<file path="config.mk">
export PLATFORM = sky130hd
export DESIGN_NAME = routerOutPort
export DESIGN_NICKNAME = d
export VERILOG_FILES = /design/src/design/arbPkg.sv /design/src/design/flitPkg.sv /design/src/design/inputQueue.sv /design/src/design/flitDecoder.sv /design/src/design/holdTimer.sv /design/src/design/portArbiter.sv /design/src/design/outputStage.sv /design/src/design/routerOutPort.sv
export VERILOG_INCLUDE_DIRS = /design/src /design/src/design
export SDC_FILE = /design/constraint.sdc
export NUM_CORES = 1
export LEC_CHECK = 0
export BUFFER_PORTS_ARGS = -buffer_cell sky130_fd_sc_hd__buf_2
export CAP_MARGIN = 10
export CELL_PAD_IN_SITES_DETAIL_PLACEMENT = 1
export CELL_PAD_IN_SITES_GLOBAL_PLACEMENT = 2
export CORE_ASPECT_RATIO = 0.5
export CORE_MARGIN = 2
export CORE_UTILIZATION = 48
export DETAILED_ROUTE_END_ITERATION = 10
export HOLD_SLACK_MARGIN = 0.08
export PLACE_DENSITY_LB_ADDON = 0.1
export SLEW_MARGIN = 40
export SYNTH_ARGS = -nofsm -noshare
export SYNTH_HDL_FRONTEND = slang
export SYNTH_HIERARCHICAL = 1
export SYNTH_SLANG_ARGS = --single-unit
export TNS_END_PERCENT = 30
</file>
<file path="constraint.sdc">
create_clock -name clk -period 10.92 [get_ports clk]
set_clock_uncertainty 0.1 [all_clocks]
set_input_delay 1.092 -clock clk [delete_from_list [all_inputs] [get_ports clk]]
set_output_delay 1.092 -clock clk [all_outputs]
set_load 0.1 [all_outputs]
</file>
<file path="src/design/nocMacros.svh">
`ifndef NOC_MACROS_SVH
`define NOC_MACROS_SVH

// ========================================
// Router port geometry
// ========================================

// Local, North, East, West, South
`define NOC_PORTS     5

// Entries per input queue and the initial downstream credits
`define NOC_QDEPTH    4

`define NOC_PAYLOAD_W 16

// Hold budget field in the low payload bits of a head flit
`define NOC_LEN_W     12

`define NOC_CREDIT_W  3

`endif

</file>
<file path="src/design/arbPkg.sv">
`include "nocMacros.svh"

package arbPkg;

  typedef logic [2:0]            portIdxT;
  typedef logic [`NOC_PORTS-1:0] portMaskT;

  localparam portIdxT PORT_L = 3'd0;
  localparam portIdxT PORT_N = 3'd1;
  localparam portIdxT PORT_E = 3'd2;
  localparam portIdxT PORT_W = 3'd3;
  localparam portIdxT PORT_S = 3'd4;

  // Bit 0 is idle and bit i+1 grants port i
  typedef enum logic [`NOC_PORTS:0] {
    ARB_IDLE = 6'b000001,
    ARB_L    = 6'b000010,
    ARB_N    = 6'b000100,
    ARB_E    = 6'b001000,
    ARB_W    = 6'b010000,
    ARB_S    = 6'b100000
  } arbStateT;

endpackage

</file>
<file path="src/design/flitPkg.sv">
`include "nocMacros.svh"

package flitPkg;

  typedef enum logic [2:0] {
    FLIT_IDLE = 3'b000,
    FLIT_HEAD = 3'b001,
    FLIT_BODY = 3'b010,
    FLIT_TAIL = 3'b100
  } flitKindT;

  typedef logic [`NOC_PAYLOAD_W-1:0] payloadT;
  typedef logic [`NOC_LEN_W-1:0]     holdLenT;

  // 19 bits on the wire
  typedef struct packed {
    flitKindT kind;
    payloadT  payload;
  } flitT;

  // Flit leaving the port with its input tag
  typedef struct packed {
    flitT            flit;
    arbPkg::portIdxT src;
  } outFlitT;

endpackage

</file>
<file path="src/design/inputQueue.sv">
`timescale 1ns/1ps
`include "nocMacros.svh"

module inputQueue (
  input  logic          clk,
  input  logic          rst,
  input  flitPkg::flitT inFlit,
  input  logic          inValid,
  input  logic          pop,
  output flitPkg::flitT headFlit,
  output logic          notEmpty,
  output logic          creditOut
);

  import flitPkg::*;

  localparam int ptrW = $clog2(`NOC_QDEPTH);

  flitT            mem [`NOC_QDEPTH];
  logic [ptrW-1:0] wrPtr;
  logic [ptrW-1:0] rdPtr;
  logic [ptrW:0]   fill;
  logic            full;
  logic            doWrite;
  logic            doRead;

  assign full     = (fill == (ptrW+1)'(`NOC_QDEPTH));
  assign notEmpty = (fill != '0);
  assign doRead   = pop && notEmpty;
  assign doWrite  = inValid && (!full || doRead); // Slot frees on the same edge

  assign headFlit  = mem[rdPtr];
  assign creditOut = doRead;   // One credit back per popped flit

  always_ff @(posedge clk)
  begin
    if (doWrite)
      mem[wrPtr] <= inFlit;
  end

  always_ff @(posedge clk)
  begin
    if (rst)
    begin
      wrPtr <= '0;
      rdPtr <= '0;
      fill  <= '0;
    end
    else
    begin
      if (doWrite)
        wrPtr <= wrPtr + 1'b1;
      if (doRead)
        rdPtr <= rdPtr + 1'b1;

      case ({doWrite, doRead})
        2'b10:   fill <= fill + 1'b1;
        2'b01:   fill <= fill - 1'b1;
        default: fill <= fill;
      endcase
    end
  end

endmodule

</file>
<file path="src/design/flitDecoder.sv">
`timescale 1ns/1ps
`include "nocMacros.svh"

module flitDecoder (
  input  flitPkg::flitT         headFlit [`NOC_PORTS],
  input  logic [`NOC_PORTS-1:0] notEmpty,
  output arbPkg::portMaskT      reqMask,
  output arbPkg::portMaskT      headMask,
  output flitPkg::holdLenT      budget [`NOC_PORTS]
);

  import flitPkg::*;

  flitKindT kind [`NOC_PORTS];
  logic     isHead [`NOC_PORTS];

  always_comb
  begin
    for (int i = 0; i < `NOC_PORTS; i++)
    begin
      kind[i]   = headFlit[i].kind;
      isHead[i] = 1'b0;

      // Any non-empty queue requests, whatever its head holds
      reqMask[i] = notEmpty[i];

      case (kind[i])
        FLIT_HEAD:
          isHead[i] = notEmpty[i];
        FLIT_BODY,
        FLIT_TAIL:
          isHead[i] = 1'b0;
        default:
          isHead[i] = 1'b0;   // Idle or illegal kind drains as filler
      endcase

      headMask[i] = isHead[i];

      if (isHead[i])
        budget[i] = headFlit[i].payload[`NOC_LEN_W-1:0];
      else
        budget[i] = '0;
    end
  end

endmodule

</file>
<file path="src/design/holdTimer.sv">
`timescale 1ns/1ps
`include "nocMacros.svh"

module holdTimer (
  input  logic                  clk,
  input  logic                  rst,
  input  logic                  load,
  input  logic [`NOC_LEN_W-1:0] budget,
  input  logic                  granted,
  input  logic                  step,
  output logic                  timesUp
);

  logic [`NOC_LEN_W-1:0] limit;
  logic [`NOC_LEN_W-1:0] count;

  always_ff @(posedge clk)
  begin
    if (rst)
    begin
      limit <= `NOC_LEN_W'(1);
      count <= '0;
    end
    else
    begin
      if (load)
        limit <= (budget == '0) ? `NOC_LEN_W'(1) : budget;   // Zero acts as one

      // An expired hold restarts if the same input wins again
      if (!granted || timesUp)
        count <= '0;
      else if (load)
        count <= `NOC_LEN_W'(1);
      else if (step)
        count <= count + 1'b1;
    end
  end

  assign timesUp = granted && (count == limit);

endmodule

</file>
<file path="src/design/portArbiter.sv">
`timescale 1ns/1ps
`include "nocMacros.svh"

module portArbiter (
  input  logic             clk,
  input  logic             rst,
  input  arbPkg::portMaskT reqMask,
  input  arbPkg::portMaskT headMask,
  input  flitPkg::holdLenT budget [`NOC_PORTS],
  input  logic             hasCredit,
  output arbPkg::portMaskT grantMask,
  output logic             fwd
);

  import arbPkg::*;

  arbStateT state;
  arbStateT nextState;
  portIdxT  curIdx;
  logic     inGrant;
  portMaskT timesUp;
  portMaskT step;
  portMaskT load;

  // First requester after last, ending with last itself
  function automatic arbStateT pickNext(portMaskT req, portIdxT last);
    arbStateT pick;
    portIdxT  idx;
    pick = ARB_IDLE;
    idx  = last;
    for (int k = 0; k < `NOC_PORTS; k++)
    begin
      idx = (idx == PORT_S) ? PORT_L : idx + 3'd1;
      if (req[idx] && (pick == ARB_IDLE))
        pick = arbStateT'((`NOC_PORTS+1)'(2) << idx);
    end
    return pick;
  endfunction

  // ========================================
  // Grant state machine
  // ========================================

  always_comb
  begin
    inGrant = 1'b1;
    curIdx  = PORT_S;
    case (state)
      ARB_L:   curIdx = PORT_L;
      ARB_N:   curIdx = PORT_N;
      ARB_E:   curIdx = PORT_E;
      ARB_W:   curIdx = PORT_W;
      ARB_S:   curIdx = PORT_S;
      default: inGrant = 1'b0;   // From idle the scan starts at L
    endcase
  end

  always_comb
  begin
    if (inGrant && reqMask[curIdx] && !timesUp[curIdx])
      nextState = state;
    else
      nextState = pickNext(reqMask, curIdx);
  end

  always_ff @(posedge clk)
  begin
    if (rst)
      state <= ARB_IDLE;
    else
      state <= nextState;
  end

  assign grantMask = state[`NOC_PORTS:1];

  // An expired input sends nothing more on this grant
  assign fwd = hasCredit && (|(grantMask & reqMask & ~timesUp));

  // ========================================
  // Per-input hold timers
  // ========================================

  assign step = grantMask & {`NOC_PORTS{fwd}};
  assign load = step & headMask;

  for (genvar i = 0; i < `NOC_PORTS; i++)
  begin : genTimer
    holdTimer timer (
      .clk     (clk),
      .rst     (rst),
      .load    (load[i]),
      .budget  (budget[i]),
      .granted (grantMask[i]),
      .step    (step[i]),
      .timesUp (timesUp[i])
    );
  end

endmodule

</file>
<file path="src/design/outputStage.sv">
`timescale 1ns/1ps
`include "nocMacros.svh"

module outputStage (
  input  logic             clk,
  input  logic             rst,
  input  flitPkg::flitT    headFlit [`NOC_PORTS],
  input  arbPkg::portMaskT grantMask,
  input  logic             fwd,
  input  logic             creditIn,
  output flitPkg::outFlitT outFlit,
  output logic             outValid,
  output logic             hasCredit
);

  import flitPkg::*;
  import arbPkg::*;

  flitT                     selFlit;
  portIdxT                  selSrc;
  logic [`NOC_CREDIT_W-1:0] credits;

  // ========================================
  // Grant mux and source encode
  // ========================================

  always_comb
  begin
    selFlit = '0;
    selSrc  = PORT_L;
    for (int i = 0; i < `NOC_PORTS; i++)
    begin
      if (grantMask[i])
      begin
        selFlit = headFlit[i];
        selSrc  = portIdxT'(i);
      end
    end
  end

  always_ff @(posedge clk)
  begin
    if (fwd)
    begin
      outFlit.flit <= selFlit;
      outFlit.src  <= selSrc;
    end
  end

  // ========================================
  // Downstream credits
  // ========================================

  always_ff @(posedge clk)
  begin
    if (rst)
    begin
      outValid <= 1'b0;
      credits  <= `NOC_CREDIT_W'(`NOC_QDEPTH);
    end
    else
    begin
      outValid <= fwd;   // Valid for the one cycle after the pop
      case ({outValid, creditIn})
        2'b10:   credits <= credits - 1'b1;
        2'b01:   credits <= credits + 1'b1;
        default: credits <= credits;
      endcase
    end
  end

  // The flit now in the register has already used one credit
  assign hasCredit = (credits > `NOC_CREDIT_W'(outValid));

endmodule

</file>
<file path="src/design/routerOutPort.sv">
`timescale 1ns/1ps
`include "nocMacros.svh"

module routerOutPort (
  input  logic                  clk,
  input  logic                  rst,
  input  flitPkg::flitT         inFlit [`NOC_PORTS],
  input  logic [`NOC_PORTS-1:0] inValid,
  output logic [`NOC_PORTS-1:0] creditOut,
  output flitPkg::outFlitT      outFlit,
  output logic                  outValid,
  input  logic                  creditIn
);

  import flitPkg::*;
  import arbPkg::*;

  flitT     headFlit [`NOC_PORTS];
  holdLenT  budget [`NOC_PORTS];
  portMaskT notEmpty;
  portMaskT reqMask;
  portMaskT headMask;
  portMaskT grantMask;
  portMaskT pop;
  logic     fwd;
  logic     hasCredit;

  assign pop = grantMask & {`NOC_PORTS{fwd}};

  for (genvar i = 0; i < `NOC_PORTS; i++)
  begin : genQueue
    inputQueue queue (
      .clk       (clk),
      .rst       (rst),
      .inFlit    (inFlit[i]),
      .inValid   (inValid[i]),
      .pop       (pop[i]),
      .headFlit  (headFlit[i]),
      .notEmpty  (notEmpty[i]),
      .creditOut (creditOut[i])
    );
  end

  flitDecoder decoder (
    .headFlit (headFlit),
    .notEmpty (notEmpty),
    .reqMask  (reqMask),
    .headMask (headMask),
    .budget   (budget)
  );

  portArbiter arbiter (
    .clk       (clk),
    .rst       (rst),
    .reqMask   (reqMask),
    .headMask  (headMask),
    .budget    (budget),
    .hasCredit (hasCredit),
    .grantMask (grantMask),
    .fwd       (fwd)
  );

  outputStage outStage (
    .clk       (clk),
    .rst       (rst),
    .headFlit  (headFlit),
    .grantMask (grantMask),
    .fwd       (fwd),
    .creditIn  (creditIn),
    .outFlit   (outFlit),
    .outValid  (outValid),
    .hasCredit (hasCredit)
  );

endmodule

</file>
# Word-level counts from Yosys, hierarchy flattened
# Memory sizes are Yosys's and may differ from the RTL's. A register that Yosys moved wholly into a read port is not among the register bits.
# Cells that the tools add are included.
dict set report op_classes {
  addsub 32
  order_cmp 7
  n_mux 89
  n_reduce_logical 76
  shift 5
  n_eq_ne 41
  bitwise 5
}
# op count
set op_table {}
lappend op_table {{$mux 12} 10}
lappend op_table {{$mux 19} 5}
lappend op_table {{$add 12x1->12 const B} 5}
lappend op_table {{$eq 12x12->1} 5}
lappend op_table {{$logic_not 12->1} 5}
lappend op_table {{$mux 6} 9}
lappend op_table {{$pmux 3 s2} 6}
lappend op_table {{$mux 1} 34}
lappend op_table {{$add 3x1->3 const B} 11}
lappend op_table {{$eq 3x3->1 const B} 10}
lappend op_table {{$shl 2x3->6 const A} 5}
lappend op_table {{$eq 6x1->1 const B} 4}
lappend op_table {{$lt 3x4->1 const B} 6}
lappend op_table {{$mux 2} 12}
lappend op_table {{$logic_and 1x1->1} 22}
lappend op_table {{$reduce_bool 2->1} 11}
lappend op_table {{$bmux 1 s3} 7}
lappend op_table {{$add 2x1->2 const B} 10}
lappend op_table {{$and 5x5->5} 4}
lappend op_table {{$sub 3x1->3 const B} 6}
lappend op_table {{$eq 3x1->1 const B} 5}
lappend op_table {{$mux 3} 5}
lappend op_table {{$reduce_bool 3->1} 5}
lappend op_table {{$reduce_or 3->1} 5}
lappend op_table {{14 further kinds} 48}
dict set report word_totals {
  input_bits 103
  ff_bits 187
  mem_count 5
  output_inout_bits 28
  ram_bits 380
}
# memory words word_bits read_ports rd_ports_with_merged_regs wr line_no
set mem_list {}
lappend mem_list {{genQueue[0].queue.mem} 4 19 1 1 1 inputQueue.sv:19} ;# flitT mem [`NOC_QDEPTH];
lappend mem_list {{genQueue[1].queue.mem} 4 19 1 1 1 inputQueue.sv:19}
lappend mem_list {{genQueue[2].queue.mem} 4 19 1 1 1 inputQueue.sv:19}
lappend mem_list {{genQueue[3].queue.mem} 4 19 1 1 1 inputQueue.sv:19}
lappend mem_list {{genQueue[4].queue.mem} 4 19 1 1 1 inputQueue.sv:19}

# Logic depth before layout (Yosys ltp)
# Gate-level depths: netlist of the first run.
dict set report depth {
  word_depth 23
  ltp_mapped 23
}

# By module
# The synthesis of the first run kept the hierarchy.
# module cells_each n_inst seq_area_each_um2 area_per_inst_um2
set by_module_without_submodules {}
lappend by_module_without_submodules {inputQueue 156 5 2462.4 3260.6}
lappend by_module_without_submodules {holdTimer 121 5 480.5 1192.4}
lappend by_module_without_submodules {outputStage 178 1 740.7 1774.2}
lappend by_module_without_submodules {portArbiter 205 1 120.1 1540.2}
lappend by_module_without_submodules {flitDecoder 75 1 0.0 606.8}
lappend by_module_without_submodules {routerOutPort 5 1 0.0 31.3}

# Least setup slack after synthesis of the first run
# No wires, ideal clock.
dict set report synth_path {
  path_kind {register to register}
  startpoint {reg arbiter.state[1]}
  endpoint {reg arbiter.state[3]}
  setup_time_ps 91
  required_ps 10729
  arrival_ps 5000
  path_buffers 2
  path_stages_with_launch 24
  slack_ps 5729
  synth_period_minus_slack_ps 5191
  path_cell_list {dfxtp_1 buf_2 buf_2 or4_1 nor3b_1 nor2_1 ha_1 and2_0 a211oi_4 inv_4 ha_1 nor2_1 inv_1 ha_1 nand2b_1 a31oi_1 a31oi_4 inv_1 ha_1 o221ai_1 o21bai_1 a2111oi_4 nand3_1 a311oi_1}
}
dict set report synth_via {
  elab_chain_cells 23
  elab_cells_between_ends 63
  classes_between {5 x add/sub; 14 x eq/ne; 5 x shift; 30 x mux; 9 x reduce/logical}
}
# item line_no
set synth_rtl {}
lappend synth_rtl {{start: declaration} portArbiter.sv:17} ;# arbStateT state;
lappend synth_rtl {{start signal: assignment} portArbiter.sv:71} ;# state <= nextState;
lappend synth_rtl {{parallel branches: the longest is 23 deep, another holds $add 3x1->3} --}
# Parallel ways; which one is timed is not known. The select of a mux whose other input is x is not followed.
# A chain may end at the register's enable or synchronous reset.

# Worst setup path in the final report of the first run
dict set report layout_path {
  startpoint {reg arbiter.state[2]}
  endpoint {reg arbiter.state[3]}
}
# Same word-level chain as after synthesis.

==> summary.txt, run 1 <==
Run status: finished clean
Worst hold margin: 419 ps
Max Freq: 0.165 GHz
Setup repair bufs after CTS: 0
Crit share post-route: 55.7%
Pre-Repair DR Iteration Count: 5
GP Congestion: 0.847
Total grt overflow: 0
Mapped Cells: 1,848
Layout cells sized above 1: 26.0%
Top cell type's share of synthesized area: 46.0%
Largest net degree at the start of global routing: 63
Area of the multi-input gates: 9730 µm²
Max cap viols: 0
WP data required: 11,330 ps
CP bufs+invs: 4
Site Rows: 60
Final Hold Viols: 0
Core region area: 53,800 µm²
Worst path cell trace: buf_4 -> or4_1 -> nor3b_1 -> nor2_1 -> ha_1 -> and2_0 -> a211oi_4 -> inv_4 -> ha_1 -> nor2_1 -> inv_1 -> ha_1 -> nand2b_1 -> a31oi_1 -> a31oi_4 -> inv_1 -> ha_1 -> o221ai_1 -> o21bai_1 -> a2111oi_4 -> nand3_1 -> a311oi_1
R2r endpoint: arbiter/state[3]
Worst-Skew Late Latency: 610 ps
Power per Cell Area: 191 nW/µm²
Main synth FF type: edfxtp_1
Die area: 56,600 µm²
Hold Path Origin: arbiter/genTimer[2].timer/limit[10]
Hold Crit Class: reg2reg
Post-cts resize count: 0
Vias per inst: 5.72
Slowest CP cell: or4_1
# DRC: 0
Antenna Nets Post-Route: 0
TNS Setup: 0 ps
RSZ-0062 raised after global routing: false
Fin. max-slew vios: 0
Clock tree buffer depth: 3
Synth top area cells: edfxtp_1, dfxtp_1, mux4_2
Global-route wire length before repair: 102,000 µm
Worst Tran Pin Value: 836 ps
WHS Path Cells: 2
Clk slew on worst S/H paths: 70 ps
# nets final: 2,091
Detailed Route Iter0 Violations: 1,196
# fillers: 5,240
Worst R2R Setup Slack: 4840 ps
Clock Tree Root: clkbuf_16
Leak Pwr: 9.66 nW
Yosys cell types: 89
Tot GR Track Use: 23.7%
Worst EP arrival: 6490 ps
WL final: 66,100 µm
Port buffer count: 130
Max H-tree Level: 2
Initial Util: 48.7%
Tot Pwr: 0.00553 W
Cell family with most CP delay: compound AO/OA/AOI/OAI gates
Critical path endpoint category: register
Final Critical Period: 6080 ps
WS Path Type: reg2reg
Number of global-route vias before repair: 16,518
Die height: 169 µm
Die W: 335 µm
Register area: 15,600 µm²
Fin util: 53.9%
Hold-fix buffers, CTS: 0
Syn. warnings: 6
Wire per inst: 24.4 µm
Critical path's largest stage delay: 570 ps
Via count: 15,491
Hold Path End: arbiter/genTimer[2].timer/limit[10]
Synth area leader: edfxtp_1
HPWL after DPL: 47,200 µm
Antenna violations before repair: 8
#FFs+latches synth: 577
RR Startpoint: arbiter/state[2]
Sequential fraction of the synthesis area: 59.4%
R2R cell count: 22
Clock sink total: 577
Mapped cell area: 26,200 µm²
VDD IR max: 0.124 mV
Worst Path Max Fanout: 44
Area Growth Syn to Fin: 10.7%
Post-synth ARST share: 0%
CP dominant cell by count: ha_1
CTS tree: done
Number of synthesized flops with an enable pin: 402
# IOs: 131
Mean area per synthesized cell: 14.2 µm²
Final setup violating endpoints: 0
Syn Nets: 1,994
CTS buffer count: 52
Critical path startpoint category: register
Max_slew headroom: 44.3%
==> report_power, final <==
| group | internal [W] | switching, W |
|---|---|---|
| registers | 0.00247 | 0.0000553 |
| logic | 0.000366 | 0.000739 |
| clock network | 0.00106 | 0.000837 |
==> stage by stage <==
stage	setup WS, ps	area [µm²]	std cells
6_report	4840	29000	2707
5_1_grt	4420	29000	2705
4_1_cts	4780	29000	2702
3_5_place_dp	4790	27300	2604
3_3_place_gp	4950	27200	2603
2_1_floorplan	5730	26200	1848
==> worst max-delay path by stage <==
stage | startpoint | end | cells after the start
global route | arbiter/state[2] | arbiter/state[3] | 22
finish | arbiter/state[2] | arbiter/state[3] | 22
floorplan | arbiter/state[1] | arbiter/state[3] | 23
CTS | arbiter/state[1] | arbiter/state[3] | 21
global placement | arbiter/state[1] | arbiter/state[3] | 21
detailed placement | arbiter/state[1] | arbiter/state[3] | 21
==> worst register-to-register path, cell delays in order, from the launching register on <==
cell and delay, ps:
dfxtp_1 300, buf_4 260, or4_1 580, nor3b_1 370
nor2_1 120, ha_1 320, and2_0 250, a211oi_4 460
inv_4 160, ha_1 340, nor2_1 160, inv_1 60
ha_1 330, nand2b_1 200, a31oi_1 400, a31oi_4 170
inv_1 90, ha_1 170, o221ai_1 160, o21bai_1 240
a2111oi_4 330, nand3_1 140, a311oi_1 290
==> Yosys cell counts, drive strengths merged (4+ instances only) <==
cell,instances
a211oi,20
a21oi,32
a221o,21
a221oi,7
a2bb2oi,19
a31oi,14
a41o,5
and2,98
and2b,5
and3,15
and4,10
and4bb,5
buf,80
clkbuf,24
dfxtp,175
edfxtp,402
fa,6
ha,37
inv,70
mux2,7
mux2i,68
mux4,95
nand2,65
nand2b,16
nand3,32
nand3b,27
nand4,30
nand4b,6
nor2,127
nor3,76
nor4,16
nor4b,16
o2111ai,5
o211ai,4
o21ai,14
o31a,5
o31ai,5
or2,12
or3b,6
xnor2,91
xor2,51
==> per-layer routing <==
layer  up-vias  GRT usage (%)  wire, µm
li1       7119              -         -
met1      8002           31.4     29000
met2       295           40.4     32500
met3        73           5.19      3500
met4         2           4.48      1050
met5         -              0        13
==> layout by cell type (no fill, tap or decap), types with 37 or more instances in the layout <==
master | Yosys | final
mux4_2 | 95 | 95
nor2_1 | 122 | 122
mux2i_1 | 68 | 68
nand2_1 | 64 | 64
nor3_1 | 55 | 55
clkbuf_16 | 0 | 54
buf_2 | 24 | 129
edfxtp_1 | 402 | 402
xor2_1 | 50 | 50
xnor2_1 | 91 | 91
and2_2 | 65 | 85
dfxtp_1 | 175 | 167
ha_1 | 37 | 37
inv_1 | 69 | 69
==> cells by family after synthesis <==
logic type               count (synthesis)  share of synthesized area (%)
AO/OA/AOI/OAI                          174                           5.77
flip-flops                             577                           59.4
buffers and inverters                  174                           3.60
multiplexers                           170                           11.1
AND/OR/NAND/NOR                        568                           13.2
adder cells (fa/ha/maj)                 43                           2.22
XOR/XNOR                               142                           4.77
==> state kept, by name, summed over array words and instances (netlist names), named ones only <==
| signal | cells |
|---|---|
| arbiter/genTimer.timer/count | 60 |
| arbiter/genTimer.timer/limit | 60 |
| arbiter/state | 6 |
| genQueue.queue/fill | 15 |
| genQueue.queue/mem | 380 |
| genQueue.queue/rdPtr | 10 |
| genQueue.queue/wrPtr | 10 |
| outStage/credits | 3 |
| outStage/outFlit | 22 |
| outStage/outValid | 1 |
==> area by class of cell <==
type	count	share of cell area, %
Multi-Input combinational cell	1097	33.5
Clock buffer	66	4.85
Clock inverter	32	1.19
Timing Repair Buffer	147	2.70
Antenna cell	5	0.0431
Sequential cell	577	53.7
Inverter	70	0.914
Tap cell	713	3.07
(Power assumes the default switching activity.)
==> run 2: changes to the inputs <==
Settings changed: CORE_UTILIZATION 48 to 45.
Clock period 10.92 ns to 5.69 ns, I/O delays scaled along.
==> summary.txt, run 2 (synthesis results as in run 1) <==
Clock Tree Root: clkbuf_16
TNS Setup: 0 ps (unchanged)
Final Instance Area: 30,000 µm² (+3.5%)
Leak Pwr: 10.1 nW (+4.5%)
DP Area: 27,400 µm² (+0.66%)
Power per Cell Area: 358 nW/µm² (+88%)
Register share of total power: 45.2% (-0.5 points)
Worst Path Max Fanout: 17 (-61%)
HPWL after DPL: 47,800 µm (+1.3%)
Total grt overflow: 0 (unchanged)
Core region area: 57,500 µm² (+6.8%)
Routed wl met3: 3120 µm (-11%)
Critical path endpoint category: register
Layout cells sized above 1: 25.6% (-0.39 points)
Most common cell after layout, fill and taps aside: edfxtp_1
Area Growth Syn to Fin: 14.6%
Met2 wire len: 33,100 µm (+1.9%)
Pre-Repair DR Iteration Count: 5 (unchanged)
Most frequent cells in the layout: edfxtp_1, dfxtp_1, buf_2
GP Congestion: 0.880 (+3.9%)
Die W: 345 µm (+3.2%)
Switch Pwr: 0.00315 W (+93%)
Critical path startpoint category: register
Setup repair bufs after CTS: 0 (unchanged)
Antenna violations before repair: 3 (-5)
WP data required: 6080 ps (-5250 ps)
Top Metal Used: met4
Clock sink total: 577 (unchanged)
Largest regs: genQueue.queue/mem x380, arbiter/genTimer.timer/count x60, arbiter/genTimer.timer/limit x60
Run status: finished clean
CP dominant cell by count: ha_1
Antenna Nets Post-Route: 0 (unchanged)
Global-route wire length before repair: 105,000 µm (+2.9%)
RSZ-0062 raised after global routing: false
Site Rows: 62 (+3.3%)
Worst EP arrival: 5760 ps (-730 ps)
Clock tree buffer depth: 3 (unchanged)
Final Hold Viols: 0 (unchanged)
Number of global-route vias before repair: 17,063 (+3.3%)
Max cap viols: 0 (unchanged)
Crit share post-route: 94.5% (+39 points)
Wire per inst: 23.6 µm (-3.3%)
Worst-Skew Late Latency: 610 ps (about the same)
# DRC: 0 (unchanged)
P_int: 0.00760 W (+95%)
Max Freq: 0.186 GHz (+13%)
Via count: 15,937 (+2.9%)
Clock network power share: 34.2% (-0.2 points)
Max H-tree Level: 2 (unchanged)
Final setup violating endpoints: 0 (unchanged)
Port buffer count: 130 (unchanged)
Detailed Route Iter0 Violations: 929 (-22%)
CTS buffer count: 52 (unchanged)
VDD IR max: 0.214 mV (+72%)
# fillers: 5,632 (+7.5%)
Largest net degree at the start of global routing: 65 (+3.2%)
Sw frac: 29.3% (-0.22 points)
Largest register FFs: 380 (unchanged)
WS Path Type: reg2reg
Worst path cell trace: nor4b_1 -> and2_1 -> nor2_1 -> ha_1 -> and2_0 -> a211oi_4 -> inv_4 -> ha_1 -> nor2_1 -> inv_1 -> ha_1 -> nand2b_1 -> a31oi_2 -> a31oi_4 -> inv_1 -> ha_1 -> o221ai_1 -> o21bai_1 -> a2111oi_4 -> nand3_1 -> a311oi_1
WL final: 67,400 µm (+2.0%)
Final Critical Period: 5380 ps (-701 ps)
Comb power frac: 20.6% (+0.6 points)
Die area: 60,300 µm² (+6.5%)
# nets final: 2,189 (+4.7%)
Critical path's largest stage delay: 500 ps (-70 ps)
Hold Crit Class: in2reg
Worst R2R Setup Slack: 310 ps (-4530 ps)
Fin. max-slew vios: 0 (unchanged)
Met1 WL: 30,000 µm (+3.6%)
Tot GR Track Use: 22.5% (-1.1 points)
CTS tree: done
Die height: 175 µm (+3.2%)
Tot Pwr: 0.0108 W (+94%)
Max_slew headroom: 45.4% (+1.1 points)
Vias per inst: 5.58 (-2.5%)
Biggest register: genQueue.queue/mem
Slowest CP cell: nor4b_1
Clk slew on worst S/H paths: 70 ps (about the same)
Initial Util: 45.6% (-3.1 points)
# IOs: 131 (unchanged)
Worst Tran Pin Value: 819 ps (-17.0 ps)
## run 2: repair_timing
item / in CTS / in global routing
hold buffers: 82 / 1
endpoints found under the hold margin: 315 / 1
resized for setup: 0 / 3
setup endpoints to repair: 0 / 4
## run 2: layout make-up
| class | count | area, µm² | share of cell area, % |
|---|---|---|---|
| diodes | 2 | 5.00 | 0.0167 |
| clock buffers | 75 | 1480 | 4.92 |
| clock inverters | 22 | 277 | 0.920 |
| inverters | 70 | 265 | 0.883 |
| multi-input cells | 1097 | 9740 | 32.4 |
| flip-flops and latches | 577 | 15600 | 51.9 |
| well taps | 768 | 961 | 3.20 |
| repair buffers | 245 | 1730 | 5.75 |
## run 2: path summary, 6_finish.rpt
kind / start / endpoint / cells past startpoint
max: arbiter/state[3] / arbiter/state[3] / 21
min: inFlit[55] / genQueue[2].queue/mem[3][17] / 1
max reg2reg: arbiter/state[3] / arbiter/state[3] / 21
min reg2reg: genQueue[0].queue/rdPtr[1] / genQueue[0].queue/rdPtr[1] / 2
## run 2: worst max-delay path: cells and delay by family (launching register included)
family	cells	cell delay (ps)
simple gates	7	1600
buf+inv	3	190
compound gates	7	1650
flops	1	450
fa+ha+maj	4	1280
## run 2: metal layers
metal  track usage [%]  vias up
li1                  -     7320
met1              30.3     8263
met2              38.5      274
met3              4.25       80
met4              4.31        0
met5                 0        -
## run 2: power groups by stage
stage	Combinational [W]	Sequential, W	Clock (W)
global route	0.00237	0.00488	0.00394
CTS	0.00219	0.00486	0.00377
detailed placement	0.00213	0.00495	0
floorplan	0.00135	0.00505	0
global placement	0.00208	0.00493	0
finish	0.00221	0.00486	0.00368
## run 2: through the flow
stage | hold slack, ps | worst slack (ps) | util (%) | std cells
6_report | 110 | 314 | 52.3 | 2856
5_1_grt | 87.2 | 14.1 | 52.3 | 2855
4_1_cts | 81.1 | 249 | 52.2 | 2853
3_5_place_dp | 410 | 295 | 47.7 | 2674
3_3_place_gp | 401 | 480 | 47.7 | 2673
2_1_floorplan | 382 | 499 | - | 1848
